**src/bus_pkg.sv**
```systemverilog
package bus_pkg;

	// address and data path widths.
	localparam int addr_w = 32;
	localparam int data_w = 32;
	localparam int strb_w = data_w / 8; // one strobe per byte lane.

	// response channel.
	localparam int resp_w = 2;
	localparam logic [resp_w-1:0] resp_okay = 2'b00;

	// transfer size field holds log2 of the byte count.
	localparam int size_w = 3;
	localparam logic [size_w-1:0] fetch_size = 3'b010; // instruction fetch is always 4 bytes.

endpackage
```
**src/clint_timer.sv**
```systemverilog
`timescale 1ns/1ps

module clint_timer #(
	parameter logic [bus_pkg::addr_w-1:0] clint_base = 32'h0200_0000
) (
	input  logic                        clock,
	input  logic                        reset,

	input  logic [bus_pkg::addr_w-1:0]  clint_araddr,
	input  logic                        clint_arvalid,
	output logic                        clint_arready,

	output logic [bus_pkg::data_w-1:0]  clint_rdata,
	output logic                        clint_rvalid,
	input  logic                        clint_rready
);

	logic [2*bus_pkg::data_w-1:0] mtime;
	logic [bus_pkg::addr_w-1:0]   offset;
	logic [bus_pkg::data_w-1:0]   sel_word;
	logic                         busy;
	logic                         ar_fire;

	assign offset  = clint_araddr - clint_base;
	assign ar_fire = clint_arvalid & clint_arready;

	always_comb begin
		case (offset)
			32'h0000_0000: sel_word = mtime[bus_pkg::data_w-1:0];
			32'h0000_0004: sel_word = mtime[2*bus_pkg::data_w-1:bus_pkg::data_w];
			default:       sel_word = '0; // unmapped words in the window.
		endcase
	end

	always_ff @(posedge clock) begin
		if (reset) begin
			mtime <= '0;
		end else begin
			mtime <= mtime + 1'b1; // free running.
		end
	end

	always_ff @(posedge clock) begin
		if (reset) begin
			busy <= 1'b0;
		end else if (ar_fire) begin
			busy <= 1'b1;
		end else if (clint_rvalid && clint_rready) begin
			busy <= 1'b0;
		end
	end

	// snapshot taken at the address handshake.
	always_ff @(posedge clock) begin
		if (ar_fire) begin
			clint_rdata <= sel_word;
		end
	end

	assign clint_arready = !busy;
	assign clint_rvalid  = busy;

endmodule

```
**config.mk**
```make
export PLATFORM = sky130hd
export DESIGN_NAME = clint_timer
export DESIGN_NICKNAME = d
export VERILOG_FILES = /design/src/bus_pkg.sv /design/src/clint_timer.sv
export SDC_FILE = /design/constraint.sdc
export NUM_CORES = 1
export LEC_CHECK = 0
export BUFFER_PORTS_ARGS = -buffer_cell sky130_fd_sc_hd__clkbuf_2
export CAP_MARGIN = 10
export CORE_MARGIN = 5
export CORE_UTILIZATION = 61
export CTS_CLUSTER_DIAMETER = 30
export DETAILED_ROUTE_END_ITERATION = 8
export PLACE_DENSITY_LB_ADDON = 0.08
export SYNTH_ARGS = -nofsm -noshare
export SYNTH_HDL_FRONTEND = slang
export SYNTH_SLANG_ARGS = --single-unit
```
**constraint.sdc**
```tcl
create_clock -name clock -period 4.65 [get_ports clock]
set_input_delay 0.465 -clock clock [delete_from_list [all_inputs] [get_ports clock]]
set_output_delay 0.465 -clock clock [all_outputs]
set_load 0.005 [all_outputs]
```
Word-level counts from Yosys, hierarchy flattened

Index checks and enable logic that the tools add are counted.

Register bits: 97
Logic and storage cells: 14
Bits in read-only memories: 0
Memories kept: 0
RAM bits: 0
Output and inout bits: 34
Bits in latches: 0
Bits of input ports: 36

Bitwise gates (word level): 1
$lt $le $gt $ge: 0
Reductions and logical operators: 4
Equality and inequality tests: 1
Multiply operators: 0
Divide/modulo/power cells: 0
Mux-type cells: 3
Shift operators: 0
$add $sub $neg: 2

Operator list:

| kind                   | count |
|---|---|
| $add 64x1->64 const B  | 1 |
| $pmux 32 s2            | 1 |
| $eq 32x3->1 const B    | 1 |
| $logic_not 32->1       | 1 |
| $sub 32x26->32 const B | 1 |
| $mux 1                 | 2 |
| $reduce_bool 2->1      | 1 |
| $and 1x1->1            | 1 |
| $logic_and 1x1->1      | 1 |
| $logic_not 1->1        | 1 |

Logic depth before layout (Yosys ltp)

Word-level depth: 3
Depth in mapped cells: 7
Mapped depth without buffers: 6

Least setup slack after synthesis

No wires, ideal clock.

Kind: input to register
From: in clint_arvalid
To: reg clint_rdata[0] (netlist name) (enable)
Library setup time: 0.425 ns
Stages on the path: 1
Path buffers: 0
Arrival: 1.913 ns
Slack: 2.313 ns
Required time: 4.225 ns
Path through: nor2b_1

Longest elaborated chain between the ends: 1

RTL lines:

| element              | line              | RTL |
|---|---|---|
| start, declared      | clint_timer.sv:10 | `input logic clint_arvalid,` |
| $and 1x1->1          | clint_timer.sv:25 | `assign ar_fire = clint_arvalid & clint_arready;` |
| end signal, assigned | clint_timer.sv:56 | `clint_rdata <= sel_word;` |
| end, declared        | clint_timer.sv:13 | `output logic [bus_pkg::data_w-1:0] clint_rdata,` |

Every way passes these cells.
A chain may end at the register's enable or synchronous reset.

Final worst setup path

From: reg mtime[4] (netlist name)
To: reg mtime[39] (netlist name)

Longest elaborated chain between the ends: 1

RTL lines:

| element                | line              | RTL |
|---|---|---|
| start, declared        | clint_timer.sv:18 | `logic [2*bus_pkg::data_w-1:0] mtime;` |
| start signal, assigned | clint_timer.sv:39 | `mtime <= mtime + 1'b1;` |
| $add 64x1->64          | clint_timer.sv:39 |  |

Every way passes these cells.

==> results.txt <==
The flow ran to the end, and the final reports show no timing, DRC or antenna violations. The core outline area came out at 7176 µm². The number of buffers created by CTS is 9.

Across the run, the number of max-cap violations was 0. Headroom to the max-slew limit came out at 0.2751. In the routed layout, each cell is associated on average with a via count of 5.801. Of the total power, the share spent switching nets is 0.2326.

The count of inserted antenna diode cells is 0. The first-pass iteration count of the detailed router is 5. The overall die height is 95.60 µm. The register bit count reported by yosys came out at 97. The area growth from synthesis to layout came out at 14.05%. The share of post-route cells with drive strength above 1 came out at 0.1741. The number of enable-type register cells in the synthesized netlist is 32. Once the clock tree was built, the setup fixing pass inserted 0 buffers. The data arrival time at the worst-slack endpoint came out at 3120 ps.

The transition at the pin with the smallest max-transition slack is 1087 ps. The die is 95.60 µm wide. The global-route total usage across every layer is 0.2323. Once detailed placement completed, the half-perimeter wirelength came to 7.279 mm.

The first global-routing pass estimated 16.26 mm of wire. The Yosys step of the flow raised 0 warnings. The clock reaches the later pin of the worst-skew pair after 360 ps. The clock arrives with 8.157 ps of skew.

The data required time at the worst endpoint came out at 4940 ps. The average instance area after synthesis is 9.489 µm². The number of DRC markers after the initial detailed-route iteration is 499. The number of rows in the core area came out at 31. Of all nets on the critical path, the largest fanout is 19. CTS built an H-tree with a depth of 3. The async set-or-reset flop fraction in the synthesized netlist came out at 0. The endpoint kind of the worst setup timing path is a register. The fraction of power consumed by the clock network is 0.371.

The number of hold violations in the final report came out at 0. For this design the static power due to leakage is 1.847 nW. Subtracting the final worst setup slack from the clock period gives 2830 ps. Of the total power, combinational logic draws 0.046. The gate count after technology mapping is 471. The total overflow left after global routing is 0. The finished layout holds 639 standard cells, fillers aside. The clock transition at the register clock pins on the worst setup and hold paths after CTS came out at 100 ps. The final weighted congestion of routability-driven global placement came out at 0.9039. The number of clock sinks seen by CTS came out at 97. The net total in the final layout came out at 573.

For the final routed database, the setup TNS stands at 0 ps. The number of library cell types mapped by synthesis is 31. The count of placed standard cells including taps is 623. For this run, the register share of the synthesized area comes to 0.5062. Setup repair after global routing left no endpoint under its margin. The number of hold-repair buffers added at the cts stage came out at 0. During placement, the flow inserted port buffers numbering 69. The setup-violating endpoint count in the final report is 0.

When the netlist entered floorplanning its net count stood at 509. The class of the tightest hold or removal check is primary input to register. The longest clock path from root to sink contains 2 buffers. The wire length per cell is 15.73 µm. The fmax came out at 353.4 MHz. The detail route stage leaves a number of antenna-violating nets equal to 0. Among all flip-flop cells after synthesis, the most frequent one is dfxtp_1. The internal cell power is 1.180 mW. The register share of total power is 0.583.

After clock tree synthesis, the repair step resized 0 gates. The number of antenna violations at the first check in global routing came out at 0. The cell area that synthesis handed to floorplanning was 4469 µm². The floorplan step defined a die boundary enclosing 9138 µm². The tree is rooted in a clkbuf_8. The peak supply drop came out at 167.9 µV. The type of the worst setup path is register to register. The total I/O pin count is 70.

The worst setup path is launched from a register. TritonCTS built the clock tree. The final layout contains routed wiring with a total length of 10.05 mm. The net switching component of the power came out at 0.3574 mW. The via count of the first global-routing pass came out at 3310. In the finished design, the share of the clock period the worst path needs comes to 0.6086.

The detailed-route DRC error count came out at 0. The maximum number of pins on one net before global-route repair is 66. The power density over cell area is 301.5 nW/µm². For this configuration, the core starts out at a cell density of 0.6228. The final max-slew violation count is 0.

The via count is 3707.
==> critical path: stages, from the launching register on <==
cell     delay, ps
dfxtp_1        450
nand3_2        200
nor4_4         860
nand3_1        550
or4_1          540
a21oi_1        150
==> cell type report <==
class | instances | area [µm²]
repair buffers | 72 | 367.9
fillers | 592 | 2078
flip-flops and latches | 97 | 2262
multi-input cells | 344 | 2095
inverters | 11 | 41.29
clock inverters | 7 | 83.83
clock buffers | 9 | 123.9
well taps | 99 | 123.9
==> power by group through the flow <==
stage / logic, mW / clock network, mW / registers, mW
floorplan: 0.0322 / 0 / 0.918
global placement: 0.0701 / 0 / 0.915
detailed placement: 0.0710 / 0 / 0.917
CTS: 0.0711 / 0.579 / 0.897
global route: 0.0770 / 0.617 / 0.899
finish: 0.0701 / 0.570 / 0.897
==> cell usage after synthesis, types with 5 or more instances <==
cell type  count  area share
edfxtp_1      32        0.22
nor4_1        15       0.021
nor2_1        83       0.070
nand4_1       31       0.043
xor2_1        33       0.065
o21ai_0       18       0.020
o31ai_1        5      0.0084
a21oi_1       23       0.026
xnor2_1        7       0.014
or4_1          7       0.012
nand3_1       23       0.026
or3_1         18       0.025
dfxtp_1       65        0.29
inv_1         11      0.0092
nand2_1       23       0.019
clkbuf_1      15       0.013
and3_1         8       0.011
nor3_1         6      0.0067
mux2i_1       32       0.072
==> state kept, by name, indices dropped and copies added, names as in the netlist <==
name,cells
mtime,64
clint_rvalid,1
clint_rdata,32
==> worst paths after layout <==
kind,start,end,slack [ps],cells past startpoint
worst max-delay path,mtime[4],mtime[39],1820,5
worst min-delay path,clint_rready,clint_rvalid,270,2
worst max register to register,mtime[4],mtime[39],1820,5
worst min register to register,mtime[0],mtime[0],500,1
==> per-stage QoR <==
step	total power, mW	setup WS [ps]	hold WS, ps	utilization	area [µm²]
6_report	1.537	1820	269.3	0.7104	5097
5_1_grt	1.592	1482	265.4	0.7104	5097
3_3_place_gp	0.9856	1948	465.5	0.6814	4890
2_1_floorplan	0.9505	2313	448.3	-	4469
4_1_cts	1.547	1868	261.7	0.7104	5097
3_5_place_dp	0.9876	1912	481.7	0.6814	4890
==> layer usage <==
| metal | vias to the layer above | global-route usage | part of all wire |
|---|---|---|---|
| met2 | 158 | 0.3486 | 0.44 |
| met5 | - | 0 | 0 |
| met4 | 0 | 0.08531 | 0.016 |
| met1 | 1716 | 0.3377 | 0.46 |
| li1 | 1818 | - | - |
| met3 | 15 | 0.03788 | 0.083 |
==> cells in the final DEF (no fill, tap or decap), types with 9 or more instances in the layout <==
master    synthesis  layout
a21oi_1          23      23
nand4_1          31      31
nor2_1           83      83
or3_1            18      18
clkbuf_2          0      69
edfxtp_1         32      32
clkbuf_8          0       9
nand3_1          23      23
inv_1            11      11
dfxtp_1          65      65
nand2_1          23      23
nor4_1           15      15
xor2_1           33      33
o21ai_0          18      18
mux2i_1          32      32
==> logic make-up (layout without fill, tap and decap cells) <==
logic type / after synthesis / in the layout / synth area share
AND/OR/NAND/NOR: 223 / 223 / 0.2564
flip-flops: 97 / 97 / 0.5062
AO/OA/AOI/OAI: 47 / 47 / 0.05599
XOR/XNOR: 40 / 40 / 0.07839
multiplexers: 32 / 32 / 0.07167
buffers and inverters: 30 / 99 / 0.02576
adder cells (fa/ha/maj): 2 / 2 / 0.005598
(Power assumes the default switching activity.)
