**src/bus_pkg.sv**
```systemverilog
package bus_pkg;

	// address and data path widths.
	localparam int addr_w = 32;
	localparam int data_w = 32;
	localparam int strb_w = data_w / 8; // one strobe per byte lane.

	// response channel.
	localparam int resp_w = 2;
	localparam logic [resp_w-1:0] resp_okay = 2'b00;

	// transfer size field holds log2 of the byte count.
	localparam int size_w = 3;
	localparam logic [size_w-1:0] fetch_size = 3'b010; // instruction fetch is always 4 bytes.

endpackage
```
**src/bus_xbar.sv**
```systemverilog
`timescale 1ns/1ps

module bus_xbar #(
	parameter logic [bus_pkg::addr_w-1:0] clint_base  = 32'h0200_0000,
	parameter logic [bus_pkg::addr_w-1:0] clint_limit = 32'h0200_ffff
) (
	input  logic                        clock,
	input  logic                        reset,

	input  logic [bus_pkg::addr_w-1:0]  fetch_araddr,
	input  logic                        fetch_arvalid,
	output logic                        fetch_arready,
	output logic [bus_pkg::data_w-1:0]  fetch_rdata,
	output logic [bus_pkg::resp_w-1:0]  fetch_rresp,
	output logic                        fetch_rvalid,
	input  logic                        fetch_rready,

	input  logic [bus_pkg::addr_w-1:0]  lsu_araddr,
	input  logic [bus_pkg::size_w-1:0]  lsu_arsize,
	input  logic                        lsu_arvalid,
	output logic                        lsu_arready,
	output logic [bus_pkg::data_w-1:0]  lsu_rdata,
	output logic [bus_pkg::resp_w-1:0]  lsu_rresp,
	output logic                        lsu_rvalid,
	input  logic                        lsu_rready,

	input  logic [bus_pkg::addr_w-1:0]  lsu_awaddr,
	input  logic [bus_pkg::size_w-1:0]  lsu_awsize,
	input  logic                        lsu_awvalid,
	output logic                        lsu_awready,
	input  logic [bus_pkg::data_w-1:0]  lsu_wdata,
	input  logic [bus_pkg::strb_w-1:0]  lsu_wstrb,
	input  logic                        lsu_wvalid,
	output logic                        lsu_wready,
	output logic [bus_pkg::resp_w-1:0]  lsu_bresp,
	output logic                        lsu_bvalid,
	input  logic                        lsu_bready,

	output logic [bus_pkg::addr_w-1:0]  soc_araddr,
	output logic [bus_pkg::size_w-1:0]  soc_arsize,
	output logic                        soc_arvalid,
	input  logic                        soc_arready,
	input  logic [bus_pkg::data_w-1:0]  soc_rdata,
	input  logic [bus_pkg::resp_w-1:0]  soc_rresp,
	input  logic                        soc_rvalid,
	output logic                        soc_rready,

	output logic [bus_pkg::addr_w-1:0]  soc_awaddr,
	output logic [bus_pkg::size_w-1:0]  soc_awsize,
	output logic                        soc_awvalid,
	input  logic                        soc_awready,
	output logic [bus_pkg::data_w-1:0]  soc_wdata,
	output logic [bus_pkg::strb_w-1:0]  soc_wstrb,
	output logic                        soc_wvalid,
	input  logic                        soc_wready,
	input  logic [bus_pkg::resp_w-1:0]  soc_bresp,
	input  logic                        soc_bvalid,
	output logic                        soc_bready,

	output logic [bus_pkg::addr_w-1:0]  clint_araddr,
	output logic                        clint_arvalid,
	input  logic                        clint_arready,
	input  logic [bus_pkg::data_w-1:0]  clint_rdata,
	input  logic                        clint_rvalid,
	output logic                        clint_rready
);

	logic fetch_reading;
	logic lsu_reading;
	logic ar_done;       // owner's address already accepted.
	logic lsu_in_clint;  // live decode for the address phase.
	logic lsu_clint_sel; // decode held for the data phase.
	logic fetch_done;
	logic lsu_done;
	logic ar_fire;

	assign lsu_in_clint = (lsu_araddr >= clint_base) && (lsu_araddr <= clint_limit);
	assign fetch_done   = fetch_rvalid & fetch_rready;
	assign lsu_done     = lsu_rvalid & lsu_rready;
	assign ar_fire      = (fetch_arvalid & fetch_arready) | (lsu_arvalid & lsu_arready);

	always_ff @(posedge clock) begin
		if (reset) begin
			fetch_reading <= 1'b0;
			lsu_reading   <= 1'b0;
		end else if (!fetch_reading && !lsu_reading) begin
			fetch_reading <= fetch_arvalid; // fetch wins a tie.
			lsu_reading   <= !fetch_arvalid && lsu_arvalid;
		end else begin
			fetch_reading <= fetch_reading && !fetch_done;
			lsu_reading   <= lsu_reading && !lsu_done;
		end
	end

	always_ff @(posedge clock) begin
		if (reset) begin
			ar_done       <= 1'b0;
			lsu_clint_sel <= 1'b0;
		end else begin
			if (fetch_done || lsu_done) begin
				ar_done <= 1'b0;
			end else if (ar_fire) begin
				ar_done <= 1'b1;
			end
			if (lsu_arvalid && lsu_arready) begin
				lsu_clint_sel <= lsu_in_clint;
			end
		end
	end

	// only one read outstanding in the address phase.
	assign soc_arvalid   = !ar_done & ((fetch_reading & fetch_arvalid) |
		(lsu_reading & !lsu_in_clint & lsu_arvalid));
	assign soc_araddr    = fetch_reading ? fetch_araddr :
		(lsu_reading && !lsu_in_clint) ? lsu_araddr : '0;
	assign soc_arsize    = fetch_reading ? bus_pkg::fetch_size :
		lsu_reading ? lsu_arsize : '0;
	assign clint_arvalid = !ar_done & lsu_reading & lsu_in_clint & lsu_arvalid;
	assign clint_araddr  = (lsu_reading && lsu_in_clint) ? lsu_araddr : '0;
	assign fetch_arready = fetch_reading & !ar_done & soc_arready;
	assign lsu_arready   = lsu_reading & !ar_done & (lsu_in_clint ? clint_arready : soc_arready);

	// data phase steered by the held decode.
	assign soc_rready    = (fetch_reading & fetch_rready) |
		(lsu_reading & !lsu_clint_sel & lsu_rready);
	assign clint_rready  = lsu_reading & lsu_clint_sel & lsu_rready;
	assign fetch_rvalid  = fetch_reading & ar_done & soc_rvalid;
	assign fetch_rdata   = fetch_reading ? soc_rdata : '0;
	assign fetch_rresp   = fetch_reading ? soc_rresp : '0;
	assign lsu_rvalid    = lsu_reading & ar_done & (lsu_clint_sel ? clint_rvalid : soc_rvalid);
	assign lsu_rdata     = !lsu_reading ? '0 : lsu_clint_sel ? clint_rdata : soc_rdata;
	assign lsu_rresp     = !lsu_reading ? '0 : lsu_clint_sel ? bus_pkg::resp_okay : soc_rresp;

	// writes always go to the system bus.
	assign soc_awaddr  = lsu_awaddr;
	assign soc_awsize  = lsu_awsize;
	assign soc_awvalid = lsu_awvalid;
	assign lsu_awready = soc_awready;
	assign soc_wdata   = lsu_wdata;
	assign soc_wstrb   = lsu_wstrb;
	assign soc_wvalid  = lsu_wvalid;
	assign lsu_wready  = soc_wready;
	assign lsu_bresp   = soc_bresp;
	assign lsu_bvalid  = soc_bvalid;
	assign soc_bready  = lsu_bready;

endmodule

```
**config.mk**
```make
export PLATFORM = sky130hd
export DESIGN_NAME = bus_xbar
export DESIGN_NICKNAME = d
export VERILOG_FILES = /design/src/bus_pkg.sv /design/src/bus_xbar.sv
export SDC_FILE = /design/constraint.sdc
export NUM_CORES = 1
export LEC_CHECK = 0
export BUFFER_PORTS_ARGS = -buffer_cell sky130_fd_sc_hd__buf_2
export CORE_AREA = 2 2 174 176
export DETAILED_ROUTE_END_ITERATION = 12
export DIE_AREA = 0 0 176 178
export GPL_TIMING_DRIVEN = 0
export SYNTH_ARGS = -nofsm -noshare
export SYNTH_HDL_FRONTEND = slang
export SYNTH_SLANG_ARGS = --single-unit
```
**constraint.sdc**
```tcl
create_clock -name clock -period 4.57 [get_ports clock]
set_input_delay 0 -clock clock [delete_from_list [all_inputs] [get_ports clock]]
set_output_delay 0 -clock clock [all_outputs]
set_load 0.01 [all_outputs]
```
Word-level counts from Yosys, hierarchy flattened
Cells that the tools add are included.

Multiplexer cells: 15. Reduce and logical (&&, ||, !) cells: 18. Bitwise logic cells: 26. Order comparisons: 2.

Operator list (number): $mux W32 (6); $ge A32 B26 Y1 const B (1); $le A32 B26 Y1 const B (1); $and A1 B1 Y1 (23); $logic_and A1 B1 Y1 (8); $logic_not A1 Y1 (8); $mux W2 (3); $mux W3 (2); $mux W1 (4); $or A1 B1 Y1 (3); $reduce_or A2 Y1 (1); $logic_or A1 B1 Y1 (1).

Word-level logic and storage cells: 65. Output and inout bits: 222. Register bits: 4. Input port bits: 222.

Longest topological paths before layout
Gate-level depths: netlist of run 1.

Depth after elaboration: 7. Depth in mapped cells: 6. Depth with buffers taken out: 4.

Worst setup path after synthesis of run 1
No wires, ideal clock.

Kind: input port to output port. Start: in lsu_araddr[31] (netlist name). End: out clint_araddr[10] (netlist name). Required time: 4.570 ns. Slack: 2.964 ns. Path buffers: 2. Arrival: 1.606 ns. Cell stages on the path: 6. Cell sequence: or4b_1 or4_1 buf_4 nor2_8 buf_6 and2_1.

Longest elaborated chain between the ends: 4. Elaborated cells between the ends (all ways): 5. Classes of those cells: order compare (2); mux (1); reduce/logical (2).

RTL lines: start: declaration (RTL line bus_xbar.sv:18) `input logic [bus_pkg::addr_w-1:0] lsu_araddr,`; $ge A32 B26 Y1 or $le A32 B26 Y1 (tied branches) (RTL line bus_xbar.sv:77) `assign lsu_in_clint = (lsu_araddr >= clint_base) && (lsu_araddr <= clint_limit);`; $logic_and A1 B1 Y1 * (RTL line bus_xbar.sv:77); $logic_and A1 B1 Y1 * (RTL line bus_xbar.sv:119) `assign clint_araddr = (lsu_reading && lsu_in_clint) ? lsu_araddr : '0;`; $mux W32 * (RTL line bus_xbar.sv:119); end: declaration (RTL line bus_xbar.sv:60) `output logic [bus_pkg::addr_w-1:0] clint_araddr,`.

Every way passes the cells marked *; elsewhere a longest branch is shown, timed or not.

Worst setup path in the final report of run 1
Start: in lsu_araddr[29] (netlist name). End: out soc_araddr[24] (netlist name).

Longest elaborated chain between the ends: 6. Elaborated cells between the ends (all ways): 7. Classes of those cells: order compare (2); mux (2); reduce/logical (3).

RTL lines: $ge A32 B26 Y1 or $le A32 B26 Y1 (tied branches) (RTL line bus_xbar.sv:77); $logic_and A1 B1 Y1 * (RTL line bus_xbar.sv:77); $logic_not A1 Y1 * (RTL line bus_xbar.sv:115) `(lsu_reading && !lsu_in_clint) ? lsu_araddr : '0;`; $logic_and A1 B1 Y1 * (RTL line bus_xbar.sv:115); $mux W32 * (RTL line bus_xbar.sv:115); $mux W32 * (RTL line bus_xbar.sv:114) `assign soc_araddr = fetch_reading ? fetch_araddr :`; end: declaration (RTL line bus_xbar.sv:39) `output logic [bus_pkg::addr_w-1:0] soc_araddr,`.

Marks and branches as above.

==> results.md, run 1 <==
- Int Pwr: ~0.35 mW
- Number of port buffers: 349
- Critical path class: input pin to output port
- Synth top area cells: buf_4 32%, mux2i_1 15%, and2_1 15%
- Critical Path, Cell by Cell: buf_2, or4_1, nor4_1, nor3_1, clkbuf_1, a22o_1, buf_2
- Routability cong.: ~0.76
- Clock sinks: 4
- Initial DRC count: 115
- Ys Warns: 0
- H-tree depth: 1
- Leading area contributor after synthesis: buf_4
- Post-synthesis cell count: just over 300
- Met3 WL: 1050 µm
- Maximum clock frequency: 0.378 GHz
- Clk Latency, worst-skew pair: 220 ps
- Met2 WL: 6670 µm
- Power Density: 124 mW/mm²
- Ratio of cells with drive above 1 in the final layout: between 60% and 70%
- Routed Antenna Nets: 0
- Psw: 0.219 mW
- CTS Buf Count: 3
- Clock Path Buffers: 2
- Die Y: between 150 and 200 µm
- Seq/Total Area, Yosys: 3.62%
- Met1 WL: 5810 µm
- RSZ-0062 raised after global routing: false
- Worst slew margin: 35.4%
- Worst path top cell family by delay: simple AND/OR/NAND/NOR gates
- Setup TNS: 0 ps
- Inst Count DP: 1062
- Crit path DAT: 2650 ps
- Minimum clock period: 2650 ps
- Synth unique cells: 30
- Final setup fails: 0
- Drt total wl: 13600 µm
- Worst Reg2Reg Path Length in Cells: 4
- Hold Fails Final Rpt: 0
- Vias: 3407
- Most frequent cells after synthesis: 95 x buf_4, 52 x and2_1, 36 x nor2_1, 34 x mux2i_1, 33 x a22o_1
- Initial core utilization: 7.53%
- Clock Tree Root: clkbuf_16
- Final setup skew: 0.691 ps
- Critical path startpoint category: input pin
- Cells on Worst Hold Path: 3
- Leakage: 2.65 nW
- Gr usage total: 7.49%
- Synthesis-stage register bit count: 4
- Buffers plus inverters on the worst setup path: 3
- Uppermost layer routed: met4
- R2r setup slk: 2520 ps
- GRT overflow: 0
- Post-route DRC: 0
- CP Capture Point: soc_araddr[24]
- Routed vias/inst: 3.19
- Post-CTS Resized: 0
- Ys async rst share: 0%
- Critical Path End Type: output port
- Place WS: 1700 ps
- Critical Path RT: 4570 ps
- Cell mode on critical path: buf_2
- Max VDD drop: 0.0862 mV
- First-pass GRT wire length: 18000 µm
- Row cnt: 63
- Area Overhead vs Synth: 107%
- Switching share of power: 38.6%
- Post-DP HPWL: between 10000 and 15000 µm
- Max-cap viol count: 0
- Reg2reg end: lsu_clint_sel
- DR pass1 iterations: 4
- Drt wl/cell: approximately 13 µm
- CP Launch Point: lsu_araddr[29]
- Most used DFF post-synth: dfxtp_1
- Setup slack after layout: 1920 ps
- Max-slew violations: 0
- TritonCTS clock tree: built
- Outcome: completed
- Share of total power in sequential cells: under 10%
- Top-count cell post-synth: buf_4
- Final Cycle Share: 57.9%
- Post-synth top area share: roughly 32%
- Clock Pin Slew Worst Setup and Hold Paths: around 30 ps
- Worst hold path type: input pin to register
- Worst flop-to-flop path startpoint: lsu_clint_sel
- Clock Power Share: 23.9%
- Worst hold margin: 108 ps
- Netlist Area Pre-Place: 0.00221 mm²
- CP max stage delay: 820 ps
- Slew @ Worst Pin: 960 ps
- Initial antenna violation count: 1
- Vias in the first global route: 3018
- Mean post-synth cell area: 7.17 µm²
- Highest-delay cell along the critical path: nor4_1
- Fillers: around 3.4k
- Core area: 0.0294 mm²
- Nets: 900
- Number of synthesized flops with an enable pin: 0
- # IOs: roughly 440
- Finished Layout Cells: between 1k and 1.5k
- Die area: 0.0313 mm²
- Stages on the worst setup path: 7
- Die extent in x: about 180 µm
- Critical Path Fanout Max: 10
- Largest net degree at the start of global routing: 11
- Logic pwr share: 68.8%
- Post-layout util: about 16%
==> layout by cell type, fill, tap and decap left out, types with 2 or more instances in the layout <==
cell type / n
and2_1: 52
buf_4: 95
or4_1: 4
inv_1: 2
buf_1: 5
nor3b_1: 2
a22o_1: 33
nand2_1: 2
nor2_1: 36
a21oi_1: 3
nor3_1: 2
dfxtp_1: 4
conb_1: 15
buf_2: 349
clkbuf_1: 14
clkbuf_16: 3
nor2b_1: 2
mux2i_1: 34
and3_1: 5
==> worst reg2reg max path, cell delays in order, from the launching register on <==
cell	delay, ps
dfxtp_1	290
clkbuf_1	650
clkbuf_1	750
a2bb2oi_1	180
nor2_1	120
==> power by group through the flow <==
stage	clock network [mW]	logic [mW]	registers (mW)
finish	0.136	0.392	0.0413
global route	0.140	0.426	0.0417
CTS	0.136	0.396	0.0415
detailed placement	0	0.393	0.0419
global placement	0	0.391	0.0418
floorplan	0	0.202	0.0400
==> layout make-up <==
type	count	area, µm²	area share [%]
diodes	1	2.50	0.0545
plain buffers	115	796	17.3
clock buffers	3	75.1	1.64
inverters	2	7.51	0.164
multi-input cells	202	1380	30.2
flip-flops and latches	4	80.1	1.74
well taps	390	488	10.6
repair buffers	350	1760	38.3
==> how the worst min path moves through the flow <==
stage / slack (ps) / end / startpoint
after floorplan: 70 / lsu_clint_sel / reset
after global routing: 150 / fetch_reading / fetch_arvalid
after detailed placement: 180 / soc_awaddr[19] / lsu_awaddr[19]
after global placement: 180 / soc_wdata[28] / lsu_wdata[28]
after CTS: 100 / fetch_reading / fetch_arvalid
final: 110 / fetch_reading / fetch_arvalid
==> stage by stage <==
step	total power, mW	instance area (µm²)
floorplan	0.242	2270
global placement	0.433	4500
detailed placement	0.435	4500
CTS	0.573	4590
global route	0.608	4590
finish	0.569	4590
==> kinds of logic (layout without fill, tap and decap cells) <==
| group | Yosys count | after routing | synth area share, % |
|---|---|---|---|
| mux | 35 | 35 | 15.9 |
| simple gates | 111 | 111 | 28.3 |
| compound gates | 41 | 41 | 15.8 |
| buf+inv | 117 | 470 | 36.3 |
| flops | 4 | 4 | 3.62 |
| other cells | 1 | 16 | 0.169 |
==> sequential cells by signal (all words and copies together) (netlist names) <==
name and cells:
lsu_clint_sel 1, fetch_reading 1, lsu_reading 1, ar_done 1
==> routing by layer <==
layer / track usage [%] / vias to the layer above
li1: - / 1681
met1: 10.8 / 1524
met2: 12.6 / 195
met3: 0.512 / 7
met4: 0.861 / 0
met5: 0 / -
==> timing repair <==
item	CTS	global route
hold endpoints to repair	2	0
setup buffers	0	0
hold buffers	1	0
Note: power is estimated with default switching activity, not from simulation.
==> inputs of run 2 (changes only) <==
Settings changed: ABC_AREA set to 1, CORE_AREA 2 2 174 176 to 2 2 173 175, DIE_AREA 0 0 176 178 to 0 0 175 177.
Clock period 4.57 ns to 2.7 ns, I/O delays scaled along.
==> run 2 against run 1 <==
Critical path depth is 1 lower. Total power is 80% higher. Sequential share of layout area is 0.095 points lower. Register-to-register slack worse by 1200 ps. First-iteration DRC count is 15% lower. Wire length is 7.6% higher. Cell count is 15% higher. Non-clock buffer count is 3 higher. Core utilization is 0.99 points higher. Clock power is 68% higher. Clock skew hardly changed. Critical endpoint is now lsu_rdata[2].
==> results.md, run 2 <==
- Crit path DAT: 1750 ps (-900 ps)
- Leading area contributor after synthesis: buf_4
- Core area: 0.0292 mm² (-0.54%)
- Area Overhead vs Synth: 95.8%
- Gr usage total: 8.40% (+0.91 points)
- Routability cong.: 0.765 (+0.90%)
- Hold path start: fetch_arvalid
- Max-cap viol count: 0 (unchanged)
- Most used DFF post-synth: dfxtp_1
- Mean post-synth cell area: 5.24 µm² (-27%)
- GR Util met2: 16.8% (+4.2 points)
- Stages on the worst setup path: 6 (-1)
- Minimum clock period: 1750 ps
- Highest-delay cell along the critical path: buf_2
- Setup TNS: 0 ps (unchanged)
- Initial core utilization: 8.48% (+0.95 points)
- Int Pwr: 0.591 mW (+69%)
- Final setup skew: 0.964 ps (+0.273 ps)
- Nets: 1064 (+18%)
- Worst hold path type: input pin to register
- Row cnt: 63 (unchanged)
- Met3 usage: 1.95% (+1.4 points)
- Share of total power in sequential cells: 6.5% (-0.8 points)
- Post-route DRC: 0 (unchanged)
- Cells on Worst Hold Path: 3 (unchanged)
- Seq/Total Area, Yosys: 3.23% (-0.39 points)
- Post-synthesis cell count: 473 (+53%)
- Number of synthesized flops with an enable pin: 0 (unchanged)
- Drt wl/cell: 11.9 µm (-6.7%)
- Inst Count DP: 1226 (+15%)
- Max-slew violations: 0 (unchanged)
- First-pass GRT wire length: 19800 µm (+9.9%)
- Clk Latency, worst-skew pair: 220 ps (about the same)
- Synthesis-stage register bit count: 4 (unchanged)
- Most frequent cells after synthesis: 167 x nand2_1, 96 x buf_4, 60 x inv_1, 38 x a21oi_1, 21 x nor2_1
- GR peak layer: met2
- RSZ-0062 raised after global routing: false
- Clock Power Share: 22.3% (-1.6 points)
- Critical Path RT: 2700 ps (-1870 ps)
- Worst Hold Path EP: fetch_reading
- Fillers: 3385 (+0.65%)
- Psw: 0.435 mW (+98%)
- Worst slew margin: 54.8% (+19 points)
- Number of port buffers: 349 (unchanged)
- Post-layout util: 16.6% (+0.99 points)
- Ys Warns: 0 (unchanged)
- Synth unique cells: 23 (-23%)
- Die Y: 177 µm (-0.56%)
- Max VDD drop: 0.141 mV (+63%)
- Buffers plus inverters on the worst setup path: 4 (+1)
- Power Density: 211 mW/mm² (+71%)
- Commonest non-fill, non-tap cell in the layout: buf_2
- Top-count cell post-synth: nand2_1
- Finished Layout Cells: 1231 (+15%)
- Vias in the first global route: 3538 (+17%)
- Critical path startpoint category: register
- Critical path class: register to output port
- Post-CTS Setup Inserts: 0 (unchanged)
- R2r setup slk: 1300 ps (-1220 ps)
- Final setup fails: 0 (unchanged)
- Worst Reg2Reg Path Length in Cells: 7 (+3)
- Worst path top cell family by delay: buffers and inverters
- GRT overflow: 0 (unchanged)
- Total power: 1.03 mW (+80%)
- Routed vias/inst: 3.25 (+1.8%)
- Clock Tree Root: clkbuf_16
- Hold Fails Final Rpt: 0 (unchanged)
- Slew @ Worst Pin: 678 ps (-281 ps)
- Commonest non-fill, non-tap cells in the layout: 354 x buf_2, 167 x nand2_1, 96 x buf_4
- # IOs: 444 (unchanged)
- Netlist Area Pre-Place: 0.00248 mm² (+12%)
- Clock Path Buffers: 2 (unchanged)
- Die area: 0.0310 mm² (-1.1%)
- Post-synth top area share: 29.1% (-3.1 points)
- Clock Pin Slew Worst Setup and Hold Paths: 30 ps (about the same)
- H-tree depth: 1 (unchanged)
- Routed Antenna Nets: 0 (unchanged)
- Final Cycle Share: 64.9%
- Reg2reg end: ar_done
- Clock sinks: 4 (unchanged)
- Synth top area cells: buf_4 29%, nand2_1 25%, inv_1 9.1%
- CP max stage delay: 300 ps (-520 ps)
- Initial DRC count: 98 (-15%)
- Largest net degree at the start of global routing: 11 (unchanged)
- Area taken by multi-input logic gates: 0.00136 mm² (-1.6%)
- Maximum clock frequency: 0.570 GHz
- Drt total wl: 14700 µm (+7.6%)
- Ratio of cells with drive above 1 in the final layout: 57.1% (-9.4 points)
- TritonCTS clock tree: built
- Die extent in x: 175 µm (-0.57%)
- Vias: 4001 (+17%)
- Critical Path End Type: output port
- Sequential cell area: 80.1 µm² (unchanged)
- Cell mode on critical path: buf_2
- Post-DP HPWL: 13100 µm (+9.0%)
- CTS Buf Count: 3 (unchanged)
- Initial antenna violation count: 2 (+1)
- Critical Path, Cell by Cell: buf_2, inv_2, buf_2, nand2_1, a21oi_1, buf_2
- Outcome: completed
- Ys async rst share: 0% (unchanged)
- Met1 usage: 8.70% (-2.1 points)
- Worst hold margin: 56.0 ps (-51.9 ps)
- Switching share of power: 42.4% (+3.8 points)
- Critical Path Fanout Max: 10 (unchanged)
- DR pass1 iterations: 6 (+2)
- Leakage: 3.20 nW (+21%)
- Worst flop-to-flop path startpoint: lsu_clint_sel
- Logic pwr share: 71.2% (+2.4 points)
==> run 2: worst min-delay path, stage by stage <==
cell	delay, ps
buf_2	110
nand2_1	60
a21oi_1	60
==> run 2: layout make-up <==
cell class / instances / share of cell area (%)
flip-flops and latches: 4 / 1.65
multi-input cells: 301 / 28.0
well taps: 390 / 10.1
plain buffers: 118 / 17.5
repair buffers: 350 / 36.2
inverters: 64 / 5.00
diodes: 1 / 0.0515
clock buffers: 3 / 1.55
==> run 2: what timing repair did <==
action | in CTS | in global routing
gates resized for setup | 0 | 0
hold buffers | 1 | 0
hold endpoints to repair | 2 | 0
==> run 2: logic make-up (layout without fill, tap and decap cells) <==
family,count (synthesis),count (layout),share of synthesized area [%]
and+or+nand+nor,229,229,41.0
buffers and inverters,182,535,44.0
AOI/OAI and AO/OA,57,57,11.6
DFF,4,4,3.23
other,1,16,0.151
==> run 2: how the worst max path moves through the flow <==
stage / start / to / slack (ps)
global placement: lsu_clint_sel / lsu_rdata[16] / 1130
CTS: lsu_clint_sel / lsu_rdata[16] / 920
finish: lsu_clint_sel / lsu_rdata[2] / 950
detailed placement: lsu_clint_sel / lsu_rdata[16] / 1150
global route: lsu_clint_sel / lsu_rdata[2] / 780
floorplan: fetch_reading / ar_done / 1530
==> run 2: through the flow <==
step	cell area, µm²	setup slack [ps]
after global placement	4770	1130
final	4850	947
after detailed placement	4770	1150
after floorplan	2530	1530
after global routing	4850	785
after CTS	4850	918
==> run 2: power groups by stage <==
stage	logic, mW	registers [mW]	clock network, mW
global route	0.809	0.0672	0.234
detailed placement	0.738	0.0675	0
floorplan	0.388	0.0665	0
finish	0.730	0.0668	0.229
global placement	0.735	0.0673	0
CTS	0.742	0.0668	0.230
==> run 2: metal layers <==
layer | up-vias | routed length, µm
met2 | 277 | 7630
met3 | 14 | 1520
met5 | - | 13
li1 | 2048 | -
met1 | 1660 | 5230
met4 | 2 | 274
